[src/source/hps_bus_pkg.sv]
`default_nettype none

package hps_bus_pkg;

	localparam int HPS_WORD_W = 16;
	// word index within a frame, saturates at all ones
	localparam int WORD_IDX_W = 4;

	// raw host inputs, sampled on clk_sys
	typedef struct packed {
		logic                  io_strobe;
		logic                  io_enable;
		logic                  fp_enable;
		logic [HPS_WORD_W-1:0] io_din;
	} bus_in_t;

	// keyboard word, marker of all ones ends the useful part of a frame
	typedef struct packed {
		logic [7:0] marker;
		logic [7:0] code;
	} ps2_byte_t;

	typedef union packed {
		logic [HPS_WORD_W-1:0] raw;
		ps2_byte_t             ps2;
	} hps_word_u;

	// one accepted word, idx 0 carries the command itself
	typedef struct packed {
		logic                  valid;
		logic [WORD_IDX_W-1:0] idx;
		logic [HPS_WORD_W-1:0] cmd;
		hps_word_u             data;
	} bus_word_t;

	////////////////////
	// user-I/O channel commands
	localparam logic [HPS_WORD_W-1:0] CMD_CFG        = 16'h0001;
	localparam logic [HPS_WORD_W-1:0] CMD_JOY0       = 16'h0002;
	localparam logic [HPS_WORD_W-1:0] CMD_JOY1       = 16'h0003;
	localparam logic [HPS_WORD_W-1:0] CMD_KBD        = 16'h0005;
	localparam logic [HPS_WORD_W-1:0] CMD_STATUS     = 16'h001E;
	localparam logic [HPS_WORD_W-1:0] CMD_STATUS_REQ = 16'h0029;

	////////////////////
	// file channel commands
	localparam logic [HPS_WORD_W-1:0] FIO_FILE_TX     = 16'h0053;
	localparam logic [HPS_WORD_W-1:0] FIO_FILE_TX_DAT = 16'h0054;
	localparam logic [HPS_WORD_W-1:0] FIO_FILE_INDEX  = 16'h0055;
	localparam logic [HPS_WORD_W-1:0] FIO_FILE_INFO   = 16'h0056;

	// upload start flag, not supported here
	localparam logic [7:0] UPLOAD_MARK = 8'hAA;

endpackage

`default_nettype wire

[src/source/io_map_pkg.sv]
`default_nettype none

package io_map_pkg;

	// widest download address the core port carries
	localparam int IOCTL_ADDR_MAX_W = 27;

	typedef logic [31:0] joy_t;

	// toggle flips once per keyboard event
	typedef struct packed {
		logic       toggle;
		logic       pressed;
		logic       extended;
		logic [7:0] code;
	} ps2_key_t;

	typedef struct packed {
		logic                        download;
		logic                        wr;
		logic [15:0]                 index;
		logic [31:0]                 file_ext;
		logic [IOCTL_ADDR_MAX_W-1:0] addr;
		logic [7:0]                  dout;
	} ioctl_t;

	////////////////////
	// scan code prefixes
	localparam logic [7:0] KEY_BREAK_PFX = 8'hF0;
	localparam logic [7:0] KEY_EXT_PFX   = 8'hE0;

	// multi byte sequences with fixed results, as {pressed, extended, code}
	localparam logic [31:0] KEY_PRTSCR_MAKE   = 32'hE012E07C;
	localparam logic [31:0] KEY_PRTSCR_BREAK  = 32'h7CE0F012;
	localparam logic [31:0] KEY_PAUSE_MAKE    = 32'hF014F077;
	localparam logic [9:0]  KEY_PRTSCR_MAKE_F  = 10'h37C;
	localparam logic [9:0]  KEY_PRTSCR_BREAK_F = 10'h17C;
	localparam logic [9:0]  KEY_PAUSE_MAKE_F   = 10'h377;

endpackage

`default_nettype wire

[src/source/control_regs.sv]
`timescale 1ns/1ps
`default_nettype none

module control_regs import hps_bus_pkg::*, io_map_pkg::*; #(
	parameter int NUM_JOY = 2
) (
	input  wire logic      clk_sys,
	input  wire logic      arst_n,
	input  wire bus_word_t uio_word,
	output logic [1:0]     buttons,
	output logic           forced_scandoubler,
	output joy_t           joystick [NUM_JOY],
	output logic [63:0]    status
);

	localparam logic [HPS_WORD_W-1:0] JOY_CMD [2] = '{CMD_JOY0, CMD_JOY1};

	logic [HPS_WORD_W-1:0] cfg_q;
	logic                  data_word;

	assign data_word = uio_word.valid && (uio_word.idx != '0);

	// other cfg bits belong to the system side
	assign buttons            = cfg_q[1:0];
	assign forced_scandoubler = cfg_q[4];

	always_ff @(posedge clk_sys or negedge arst_n) begin
		if (!arst_n) begin
			cfg_q  <= '0;
			status <= '0;
		end else if (data_word) begin
			if (uio_word.cmd == CMD_CFG)
				cfg_q <= uio_word.data.raw;
			if (uio_word.cmd == CMD_STATUS) begin
				// least significant word first
				case (uio_word.idx)
					WORD_IDX_W'(1): status[15:0]  <= uio_word.data.raw;
					WORD_IDX_W'(2): status[31:16] <= uio_word.data.raw;
					WORD_IDX_W'(3): status[47:32] <= uio_word.data.raw;
					WORD_IDX_W'(4): status[63:48] <= uio_word.data.raw;
					default: ;
				endcase
			end
		end
	end

	////////////////////
	// joysticks, low half then high half
	always_ff @(posedge clk_sys or negedge arst_n) begin
		if (!arst_n) begin
			for (int j = 0; j < NUM_JOY; j++)
				joystick[j] <= '0;
		end else if (data_word) begin
			for (int j = 0; j < NUM_JOY; j++) begin
				if (uio_word.cmd == JOY_CMD[j]) begin
					if (uio_word.idx == WORD_IDX_W'(1))
						joystick[j][15:0] <= uio_word.data.raw;
					else if (uio_word.idx == WORD_IDX_W'(2))
						joystick[j][31:16] <= uio_word.data.raw;
				end
			end
		end
	end

endmodule

`default_nettype wire

[src/source/file_loader.sv]
`timescale 1ns/1ps
`default_nettype none

module file_loader import hps_bus_pkg::*, io_map_pkg::*; #(
	parameter int IOCTL_ADDR_W = 27
) (
	input  wire logic      clk_sys,
	input  wire logic      arst_n,
	input  wire bus_word_t fio_word,
	input  wire logic      ioctl_wait,
	output ioctl_t         ioctl,
	output logic           hps_wait
);

	logic                    download_q;
	logic                    wr_q;
	logic [15:0]             index_q;
	logic [31:0]             file_ext_q;
	logic [IOCTL_ADDR_W-1:0] next_addr_q;
	logic [IOCTL_ADDR_W-1:0] addr_q;
	logic [7:0]              dout_q;
	logic                    data_word;
	logic                    flag_word;
	logic [7:0]              tx_flag;
	logic                    start_dl;
	logic                    stop_dl;
	logic                    dat_wr;

	////////////////////
	// command decode
	assign data_word = fio_word.valid && (fio_word.idx != '0);
	assign flag_word = data_word && (fio_word.cmd == FIO_FILE_TX) &&
		(fio_word.idx == WORD_IDX_W'(1));
	assign tx_flag   = fio_word.data.raw[7:0];
	// upload mark falls through both
	assign start_dl  = flag_word && (tx_flag != 8'h00) && (tx_flag != UPLOAD_MARK);
	assign stop_dl   = flag_word && (tx_flag == 8'h00);
	assign dat_wr    = data_word && (fio_word.cmd == FIO_FILE_TX_DAT) && download_q;

	always_ff @(posedge clk_sys or negedge arst_n) begin
		if (!arst_n) begin
			download_q <= 1'b0;
			wr_q       <= 1'b0;
		end else begin
			wr_q <= dat_wr;
			if (start_dl)
				download_q <= 1'b1;
			else if (stop_dl)
				download_q <= 1'b0;
		end
	end

	always_ff @(posedge clk_sys) begin
		if (data_word) begin
			case (fio_word.cmd)
				FIO_FILE_INDEX: index_q <= fio_word.data.raw;
				FIO_FILE_INFO: begin
					// extension arrives upper word first
					if (fio_word.idx == WORD_IDX_W'(1))
						file_ext_q[31:16] <= fio_word.data.raw;
					else if (fio_word.idx == WORD_IDX_W'(2))
						file_ext_q[15:0] <= fio_word.data.raw;
				end
				FIO_FILE_TX: begin
					case (fio_word.idx)
						WORD_IDX_W'(1): begin
							if (start_dl)
								next_addr_q <= '0;
						end
						WORD_IDX_W'(2): begin
							next_addr_q[15:0] <= fio_word.data.raw;
							addr_q[15:0]      <= fio_word.data.raw;
						end
						WORD_IDX_W'(3): begin
							next_addr_q[IOCTL_ADDR_W-1:16] <= fio_word.data.raw[IOCTL_ADDR_W-17:0];
							addr_q[IOCTL_ADDR_W-1:16]      <= fio_word.data.raw[IOCTL_ADDR_W-17:0];
						end
						default: ;
					endcase
				end
				FIO_FILE_TX_DAT: begin
					if (download_q) begin
						addr_q      <= next_addr_q;
						dout_q      <= fio_word.data.raw[7:0];
						next_addr_q <= next_addr_q + 1'b1;
					end
				end
				default: ;
			endcase
		end
	end

	assign ioctl = '{
		download: download_q,
		wr:       wr_q,
		index:    index_q,
		file_ext: file_ext_q,
		addr:     IOCTL_ADDR_MAX_W'(addr_q),
		dout:     dout_q
	};

	// no buffering, the host itself holds off while the core stalls
	assign hps_wait = ioctl_wait;

	a_wr_in_download: assert property (@(posedge clk_sys) disable iff (!arst_n)
		ioctl.wr |-> ioctl.download);

	a_no_word_in_wait: assert property (@(posedge clk_sys) disable iff (!arst_n)
		fio_word.valid |-> !$past(ioctl_wait));

endmodule

`default_nettype wire

[src/source/hps_frame.sv]
`timescale 1ns/1ps
`default_nettype none

module hps_frame import hps_bus_pkg::*; (
	input  wire logic    clk_sys,
	input  wire logic    arst_n,
	input  wire bus_in_t bus_in,
	output bus_word_t    uio_word,
	output bus_word_t    fio_word,
	output logic         uio_end
);

	logic [1:0] ch_en;
	bus_word_t  ch_word [2];
	logic       io_en_d;

	// channel 0 is user-I/O, channel 1 is file
	assign ch_en = {bus_in.fp_enable, bus_in.io_enable};

	for (genvar ch = 0; ch < 2; ch++) begin : g_ch
		logic [WORD_IDX_W-1:0] cnt_q;
		logic [HPS_WORD_W-1:0] cmd_q;
		logic                  valid_q;
		logic [WORD_IDX_W-1:0] idx_q;
		hps_word_u             data_q;
		logic                  take;

		assign take = ch_en[ch] & bus_in.io_strobe;

		always_ff @(posedge clk_sys or negedge arst_n) begin
			if (!arst_n) begin
				cnt_q   <= '0;
				cmd_q   <= '0;
				valid_q <= 1'b0;
			end else begin
				valid_q <= take;
				// enable low restarts the frame
				if (!ch_en[ch]) begin
					cnt_q <= '0;
				end else if (take) begin
					if (cnt_q == '0)
						cmd_q <= bus_in.io_din;
					if (cnt_q != '1)
						cnt_q <= cnt_q + 1'b1;
				end
			end
		end

		always_ff @(posedge clk_sys) begin
			if (take) begin
				idx_q      <= cnt_q;
				data_q.raw <= bus_in.io_din;
			end
		end

		assign ch_word[ch] = {valid_q, idx_q, cmd_q, data_q};
	end

	assign uio_word = ch_word[0];
	assign fio_word = ch_word[1];

	////////////////////
	// end of user-I/O frame
	always_ff @(posedge clk_sys or negedge arst_n) begin
		if (!arst_n) begin
			io_en_d <= 1'b0;
			uio_end <= 1'b0;
		end else begin
			io_en_d <= bus_in.io_enable;
			uio_end <= io_en_d & ~bus_in.io_enable;
		end
	end

	a_one_channel: assert property (@(posedge clk_sys) disable iff (!arst_n)
		!(bus_in.io_enable && bus_in.fp_enable));

endmodule

`default_nettype wire

[src/source/hps_io_top.sv]
`timescale 1ns/1ps
`default_nettype none

module hps_io_top import hps_bus_pkg::*, io_map_pkg::*; #(
	parameter int NUM_JOY      = 2,
	parameter int IOCTL_ADDR_W = 27
) (
	input  wire logic             clk_sys,
	input  wire logic             arst_n,
	// host side
	input  wire bus_in_t          bus_in,
	output logic [HPS_WORD_W-1:0] hps_dout,
	output logic                  hps_wait,
	// core side
	input  wire logic [63:0]      status_in,
	input  wire logic             status_set,
	input  wire logic             ioctl_wait,
	output logic [1:0]            buttons,
	output logic                  forced_scandoubler,
	output joy_t                  joystick [NUM_JOY],
	output logic [63:0]           status,
	output ps2_key_t              ps2_key,
	output ioctl_t                ioctl
);

	bus_word_t uio_word;
	bus_word_t fio_word;
	logic      uio_end;

	////////////////////
	// framing
	hps_frame hps_frame_i (
		.clk_sys  (clk_sys),
		.arst_n   (arst_n),
		.bus_in   (bus_in),
		.uio_word (uio_word),
		.fio_word (fio_word),
		.uio_end  (uio_end)
	);

	////////////////////
	// user-I/O consumers
	control_regs #(
		.NUM_JOY (NUM_JOY)
	) control_regs_i (
		.clk_sys            (clk_sys),
		.arst_n             (arst_n),
		.uio_word           (uio_word),
		.buttons            (buttons),
		.forced_scandoubler (forced_scandoubler),
		.joystick           (joystick),
		.status             (status)
	);

	status_exchange status_exchange_i (
		.clk_sys    (clk_sys),
		.arst_n     (arst_n),
		.uio_word   (uio_word),
		.status_in  (status_in),
		.status_set (status_set),
		.hps_dout   (hps_dout)
	);

	ps2_key_decoder ps2_key_decoder_i (
		.clk_sys  (clk_sys),
		.arst_n   (arst_n),
		.uio_word (uio_word),
		.uio_end  (uio_end),
		.ps2_key  (ps2_key)
	);

	// file channel
	file_loader #(
		.IOCTL_ADDR_W (IOCTL_ADDR_W)
	) file_loader_i (
		.clk_sys    (clk_sys),
		.arst_n     (arst_n),
		.fio_word   (fio_word),
		.ioctl_wait (ioctl_wait),
		.ioctl      (ioctl),
		.hps_wait   (hps_wait)
	);

endmodule

`default_nettype wire

[src/source/ps2_key_decoder.sv]
`timescale 1ns/1ps
`default_nettype none

module ps2_key_decoder import hps_bus_pkg::*, io_map_pkg::*; (
	input  wire logic      clk_sys,
	input  wire logic      arst_n,
	input  wire bus_word_t uio_word,
	input  wire logic      uio_end,
	output ps2_key_t       ps2_key
);

	logic [31:0] raw_q;
	logic        skip_q;
	logic        kbd_frame_q;
	logic        kbd_word;
	logic        pressed;
	logic        extended;
	logic [9:0]  key_fields;

	assign kbd_word = uio_word.valid && (uio_word.cmd == CMD_KBD) && (uio_word.idx != '0);

	////////////////////
	// field decode from the last bytes
	always_comb begin
		pressed  = raw_q[15:8] != KEY_BREAK_PFX;
		// release puts F0 between E0 and the code
		extended = pressed ? (raw_q[15:8] == KEY_EXT_PFX) : (raw_q[23:16] == KEY_EXT_PFX);
		case (raw_q)
			KEY_PRTSCR_MAKE:  key_fields = KEY_PRTSCR_MAKE_F;
			KEY_PRTSCR_BREAK: key_fields = KEY_PRTSCR_BREAK_F;
			KEY_PAUSE_MAKE:   key_fields = KEY_PAUSE_MAKE_F;
			default:          key_fields = {pressed, extended, raw_q[7:0]};
		endcase
	end

	always_ff @(posedge clk_sys or negedge arst_n) begin
		if (!arst_n) begin
			raw_q       <= '0;
			skip_q      <= 1'b0;
			kbd_frame_q <= 1'b0;
			ps2_key     <= '0;
		end else begin
			if (uio_word.valid && (uio_word.idx == '0)) begin
				kbd_frame_q <= (uio_word.cmd == CMD_KBD);
				raw_q       <= '0;
				skip_q      <= 1'b0;
			end else if (kbd_word) begin
				// newest byte enters at the bottom
				if (&uio_word.data.ps2.marker)
					skip_q <= 1'b1;
				else if (!skip_q)
					raw_q <= {raw_q[23:0], uio_word.data.ps2.code};
			end

			// one event per keyboard frame
			if (uio_end && kbd_frame_q) begin
				ps2_key     <= {~ps2_key.toggle, key_fields};
				kbd_frame_q <= 1'b0;
			end
		end
	end

	a_toggle_at_end: assert property (@(posedge clk_sys) disable iff (!arst_n)
		$changed(ps2_key.toggle) |-> $past(uio_end));

endmodule

`default_nettype wire

[src/source/status_exchange.sv]
`timescale 1ns/1ps
`default_nettype none

module status_exchange import hps_bus_pkg::*; (
	input  wire logic              clk_sys,
	input  wire logic              arst_n,
	input  wire bus_word_t         uio_word,
	input  wire logic [63:0]       status_in,
	input  wire logic              status_set,
	output logic [HPS_WORD_W-1:0]  hps_dout
);

	logic        status_set_d;
	logic [3:0]  req_cnt_q;
	logic [63:0] status_req_q;

	// request edge bumps the counter the host polls
	always_ff @(posedge clk_sys or negedge arst_n) begin
		if (!arst_n) begin
			status_set_d <= 1'b0;
			req_cnt_q    <= '0;
		end else begin
			status_set_d <= status_set;
			if (status_set && !status_set_d)
				req_cnt_q <= req_cnt_q + 4'd1;
		end
	end

	always_ff @(posedge clk_sys) begin
		if (status_set && !status_set_d)
			status_req_q <= status_in;
	end

	////////////////////
	// reply word, valid before the next strobe
	always_ff @(posedge clk_sys or negedge arst_n) begin
		if (!arst_n) begin
			hps_dout <= '0;
		end else if (uio_word.valid) begin
			if (uio_word.cmd != CMD_STATUS_REQ) begin
				hps_dout <= '0;
			end else begin
				case (uio_word.idx)
					WORD_IDX_W'(0): hps_dout <= {8'h00, 4'hA, req_cnt_q};
					WORD_IDX_W'(1): hps_dout <= status_req_q[15:0];
					WORD_IDX_W'(2): hps_dout <= status_req_q[31:16];
					WORD_IDX_W'(3): hps_dout <= status_req_q[47:32];
					WORD_IDX_W'(4): hps_dout <= status_req_q[63:48];
					default:        hps_dout <= '0;
				endcase
			end
		end
	end

endmodule

`default_nettype wire

[config.mk]
export PLATFORM = sky130hd
export DESIGN_NAME = hps_io_top
export DESIGN_NICKNAME = d
export VERILOG_FILES = /design/src/source/hps_bus_pkg.sv /design/src/source/io_map_pkg.sv /design/src/source/control_regs.sv /design/src/source/file_loader.sv /design/src/source/hps_frame.sv /design/src/source/hps_io_top.sv /design/src/source/ps2_key_decoder.sv /design/src/source/status_exchange.sv
export SDC_FILE = /design/constraint.sdc
export NUM_CORES = 1
export LEC_CHECK = 0
export BUFFER_PORTS_ARGS = -buffer_cell sky130_fd_sc_hd__buf_4
export CORE_UTILIZATION = 60
export DETAILED_ROUTE_END_ITERATION = 12
export GPL_ROUTABILITY_DRIVEN = 0
export PLACE_DENSITY = 0.85
export SKIP_CTS_REPAIR_TIMING = 1
export SLEW_MARGIN = 25
export SYNTH_ARGS = -nofsm -noshare
export SYNTH_HDL_FRONTEND = slang
export SYNTH_SLANG_ARGS = --single-unit
[constraint.sdc]
create_clock -name clk_sys -period 6.2 [get_ports clk_sys]
set_clock_uncertainty 0.05 [all_clocks]
set_input_delay 0.31 -clock clk_sys [delete_from_list [all_inputs] [get_ports clk_sys]]
set_output_delay 0.31 -clock clk_sys [all_outputs]
set_load 0.02 [all_outputs]
After elaboration in Yosys (flattened, before gate mapping)
Index checks and enable logic that the tools add are counted.
{"block": "word_totals", "wordCells": 172, "reg_bits": 459, "output_inout_bits": 244, "input_bits": 87}
{"block": "classes", "n_reduce_logical": 51, "n_mux": 30, "addsub": 4, "bitwise": 7, "eq_ne": 38}
{"cell": "2-to-1 mux 32 bit", "n": 4}
{"cell": "case mux 27 bit (2 select lines)", "n": 2}
{"cell": "2-to-1 mux 27 bit", "n": 3}
{"cell": "case mux 16 bit (5 select lines)", "n": 1}
{"cell": "== test 16 x 7 -> 1 bit (second input constant)", "n": 4}
{"cell": "== test 32 bit (second input constant)", "n": 2}
{"cell": "AND reduction 3 bit", "n": 11}
{"cell": "== test 16 x 2 -> 1 bit (second input constant)", "n": 2}
{"cell": "== test 32 x 31 -> 1 bit (second input constant)", "n": 1}
{"cell": "2-to-1 mux 16 bit", "n": 2}
{"cell": "case mux 16 bit (2 select lines)", "n": 1}
{"cell": "case mux 10 bit (3 select lines)", "n": 1}
{"cell": "adder 27 x 1 -> 27 bit (second input constant)", "n": 1}
{"cell": "2-to-1 mux 4 bit", "n": 6}
{"cell": "case mux 11 bit (2 select lines)", "n": 1}
{"cell": "AND reduction 4 bit", "n": 5}
{"cell": "== test 16 x 1 -> 1 bit (second input constant)", "n": 1}
{"cell": "== test 16 x 3 -> 1 bit (second input constant)", "n": 1}
{"cell": "== test 16 x 5 -> 1 bit (second input constant)", "n": 1}
{"cell": "== test 4 x 2 -> 1 bit (second input constant)", "n": 4}
{"cell": "== test 8 bit (second input constant)", "n": 2}
{"cell": "inequality test 16 x 6 -> 1 bit (second input constant)", "n": 1}
{"cell": "inequality test 8 bit (second input constant)", "n": 2}
{"cell": "logical AND 1 bit", "n": 14}
{"cell": "21 further kinds", "n": 57}

Logic depth before layout (Yosys ltp)
{"block": "logic_depth", "word_depth": 9, "mapped_depth": 8, "depth_no_buf": 6}

Modules after synthesis
Synthesis repeated with hierarchy kept, for this count alone.
{"block": "unflattened", "cells_unflattened": 1169, "hier_area_um2": 18487.7}
{"module": "control_regs", "area_per_inst_um2": 5190.0, "seq_area_each_um2": 3278.1, "cells_each": 300, "n_inst": 1}
{"module": "file_loader", "area_per_inst_um2": 4973.5, "seq_area_each_um2": 3353.2, "cells_each": 339, "n_inst": 1}
{"module": "status_exchange", "area_per_inst_um2": 3231.8, "seq_area_each_um2": 2447.3, "cells_each": 193, "n_inst": 1}
{"module": "hps_frame", "area_per_inst_um2": 3089.2, "seq_area_each_um2": 2302.2, "cells_each": 169, "n_inst": 1}
{"module": "ps2_key_decoder", "area_per_inst_um2": 2003.2, "seq_area_each_um2": 1126.1, "cells_each": 168, "n_inst": 1}

Least setup slack after synthesis
OpenSTA, ideal clock, no wires.
{"block": "synth_timing", "path_kind": "flip-flop to flip-flop", "startpoint": "register hps_frame_i.g_ch[1].cmd_q[15]", "endpoint": "register file_loader_i.index_q[0] (enable)", "arrival_ns": 3.089, "required_time_ns": 5.720, "slack_ns": 2.630, "path_buffers": 0, "stages_incl_launch_ff": 4, "period_less_slack_ns": 3.570, "setup_ns": 0.430, "path_cell_list": "dfrtp_1 -> or4_1 -> or4_1 -> nor4_1"}
{"block": "synth_between", "elab_chain_cells": 2}
{"item": "start, declared", "line": "hps_frame.sv:22", "rtl": "logic [HPS_WORD_W-1:0] cmd_q;"}
{"item": "start signal, assigned", "line": "hps_frame.sv:42", "rtl": "cmd_q <= bus_in.io_din;"}
{"item": "== test 16 x 7 -> 1 bit", "line": "file_loader.sv:55", "rtl": "case (fio_word.cmd)"}
{"item": "AND reduction 2 bit (no source line)"}
{"item": "end signal, assigned", "line": "file_loader.sv:56", "rtl": "FIO_FILE_INDEX: index_q <= fio_word.data.raw;"}
{"item": "end, declared", "line": "file_loader.sv:17", "rtl": "logic [15:0] index_q;"}
No other way between the ends.
A chain may end at the register's enable or synchronous reset.

Final worst setup path
{"block": "layout_timing", "startpoint": "register hps_frame_i.g_ch[0].valid_q", "endpoint": "register control_regs_i.status[52]"}
{"block": "layout_between", "elab_chain_cells": 2}
{"item": "start, declared", "line": "hps_frame.sv:23", "rtl": "logic valid_q;"}
{"item": "start signal, assigned", "line": "hps_frame.sv:36", "rtl": "valid_q <= take;"}
{"item": "logical AND 1 bit", "line": "control_regs.sv:21", "rtl": "assign data_word = uio_word.valid && (uio_word.idx != '0);"}
{"item": "AND reduction 3 bit (no source line)"}
{"item": "end signal, assigned", "line": "control_regs.sv:40", "rtl": "WORD_IDX_W'(4): status[63:48] <= uio_word.data.raw;"}
{"item": "end, declared", "line": "control_regs.sv:13", "rtl": "output logic [63:0] status"}
No other way between the ends.

==> impl_metrics.yaml <==
grt:
  grt_use_total_pct: 28.46
  grt_pass1_vias: 11930
  grt_pass1_wl_um: 66450
  grt_max_degree: 142
  grt_overflow: 0
  antenna_found_initial: 0
clock_network:
  cts_tree: "done"
  max-clock-path-buffers: 3
  cts_root_buf: "clkbuf_16"
  clk_pin_slew_worst_paths_ps: 70
  cts_sinks: 457
  cts_made_buffers: 45
  cts.htree.levels: 2
  insertion_delay_ps: 560
synth:
  syn_area_per_cell_um2: 14.84
  synth_nets: 1294
  syn-cell-area_mm2: 0.01783
  synth_edf_count: 214
  synth_top_area_share_pct: 36.05
  ys_types: 58
  async_flop_share_pct: 53.17
  synthTopCellsByCount: "dfrtp_1, edfxtp_1, mux2_2"
  synth.most_common_cell: "dfrtp_1"
  yosysWarnings: 0
  synth_seq_area_share_pct: 70.16
  synthFlopType: "dfrtp_1"
  synth_top_area_cell: "edfxtp_1"
  syn_inst: 1201
  ys_ff_latch: 457
  synth_area_leaders: "edfxtp_1, dfrtp_1, mux2_2"
worst_setup_path:
  critical_path.max_fanout: 24
  ff2ff_path_depth: 5
  r2r-end: "control_regs_i.status[52]"
  crit_path_top_delay_cell: "dfrtp_1"
  max_stage_delay_ps: 960
  crit_required_ps: 6590
  cp.arrival_ps: 3730
  setup.worst_path.start: "hps_frame_i.g_ch[0].valid_q"
  cp-end-kind: "flip-flop"
  crit_type: "reg -> reg"
  r2r-start: "hps_frame_i.g_ch[0].valid_q"
  worstPathCellList: "nand3b_1 -> nor4_1 -> nand4_1 -> nor2_2 -> mux2_2"
  startpoint_type: "flip-flop"
  r2r_slack_ps: 2860
power:
  p_leak_nw: 10.12
  sw_frac_of_total_pct: 23.50
  clockPowerShare_pct: 40.8
  powerDensity_mw_per_mm2: 288.7
  p_seq_share_pct: 52.3
  switchingPower_mw: 1.559
  p_total_mw: 6.632
  ir_drop_mv: 0.2420
  pwr-share-comb_pct: 6.9
  cellInternalPower_mw: 5.073
place:
  dp_hpwl_um: 28310
  port_buffers: 328
  dp_cells: 1869
  postPlaceCellArea_mm2: 0.02064
layout:
  fillCellCount: 1464
  layout-drive-gt1-share_pct: 36.32
  area_growth_pct: 28.87
  diodes: 0
  nNetsFinal: 1710
  fin_area_mm2: 0.02297
  instances_no_fill: 2036
floorplanning:
  io_pins: 331
  start_util_pct: 61.61
  core_mm2: 0.02894
  num_rows: 62
  die_h_um: 174.4
  die_area_mm2: 0.03040
  die_w_um: 174.4
timing:
  whs_ps: 97.51
  fmax_ghz: 0.2994
  finalSetupViolations: 0
  maxSlewHeadroom_pct: 22.41
  finalCriticalPeriod_ps: 3340
  grt_setup_unrepaired: "no"
  fin_crit_sh_pct: 53.87
  hold_violations: 0
  tightest_slew_ps: 1159
  setup-tns-final_ps: 0
  finalMaxSlewViolations: 0
worst_hold_path:
  holdCritStartpoint: "bus_in[18]"
  whs_path_depth: 3
  worstHoldEndpoint: "hps_frame_i.g_ch[1].cnt_q[1]"
  hold_class: "in -> reg"
drt:
  viasPerCell: 6.195
  drc: 0
  drtPass1Iterations: 6
  wl_per_cell_um: 24.37
  vias: 12610
  postRouteWirelength_um: 49610
  ant_nets: 0
  drt_iter0_markers: 1466
status:
  outcome: "finished, final reports clean"
job:
  maxCapViolCount: 0
[area by class of cell]
cell class / count / area, um2 / share of cell area (%)
Sequential cell: 457 / 12510 / 54.44
Multi-Input combinational cell: 655 / 4981 / 21.68
Timing Repair Buffer: 426 / 3436 / 14.96
Clock buffer: 64 / 1321 / 5.751
Tap cell: 384 / 480.5 / 2.091
Clock inverter: 18 / 127.6 / 0.5555
Inverter: 32 / 120.1 / 0.5228
[per-layer routing]
layer	up-vias	track usage, %	part of all wire (%)	wire, um
met5	-	0	0	0
met4	0	11.81	4.9	2415
met3	178	5.052	8.0	3989
met2	840	47.64	51	25250
met1	6311	36.90	36	17950
li1	5284	-	-	-
[layout by cell type, fill, tap and decap left out, types with 31 or more instances in the layout]
cell           instances
edfxtp_1             214
dlygate4sd3_1         84
nand2_1               94
o21ai_0               31
clkbuf_16             48
nor2_1                48
mux2_2               161
buf_4                340
nand3_1               48
inv_1                 32
dfrtp_1              243
[flip-flops by register name, summed over array words and instances, names as in the netlist, 11 cells and up]
register                        flops
control_regs_i.status              64
status_exchange_i.hps_dout         16
status_exchange_i.status_req_q     64
hps_frame_i.g_ch.data_q            32
file_loader_i.next_addr_q          27
ps2_key_decoder_i.ps2_key          11
ps2_key_decoder_i.raw_q            32
file_loader_i.index_q              16
file_loader_i.file_ext_q           32
file_loader_i.addr_q               27
hps_frame_i.g_ch.cmd_q             32
control_regs_i.joystick            64
[critical path: cells and delay by family (launching register included)]
family	cells	cell delay [ps]
flip-flops	1	960
multiplexers	1	460
AND/OR/NAND/NOR	4	1760
[power by group through the flow]
stage | logic [mW] | registers [mW] | clock network, mW
final | 0.455 | 3.47 | 2.71
after global routing | 0.489 | 3.48 | 2.84
after CTS | 0.392 | 3.45 | 2.67
after detailed placement | 0.385 | 3.51 | 0
after global placement | 0.370 | 3.50 | 0
after floorplan | 0.188 | 3.49 | 0
[through the flow]
stage | setup WS (ps) | util, %
floorplan | 2630 | -
global placement | 3110 | 71.33
detailed placement | 2953 | 71.33
CTS | 2939 | 76.34
global route | 2766 | 79.40
finish | 2860 | 79.40
[kinds of logic after synthesis]
family,Yosys count,synth area share (%)
fa+ha+maj,6,0.4211
xor+xnor,31,1.523
buf+inv,89,2.246
flops,457,70.16
compound gates,124,4.934
simple gates,313,9.342
mux,181,11.38
[worst max-delay path by stage]
stage	to	slack [ps]	cells after the start
finish	control_regs_i.status[52]	2860	5
global route	control_regs_i.status[52]	2770	5
CTS	file_loader_i.next_addr_q[2]	2940	5
detailed placement	file_loader_i.next_addr_q[2]	2950	5
global placement	file_loader_i.next_addr_q[12]	3110	5
floorplan	file_loader_i.index_q[0]	2630	3
Power figures use the tool's default switching activity.
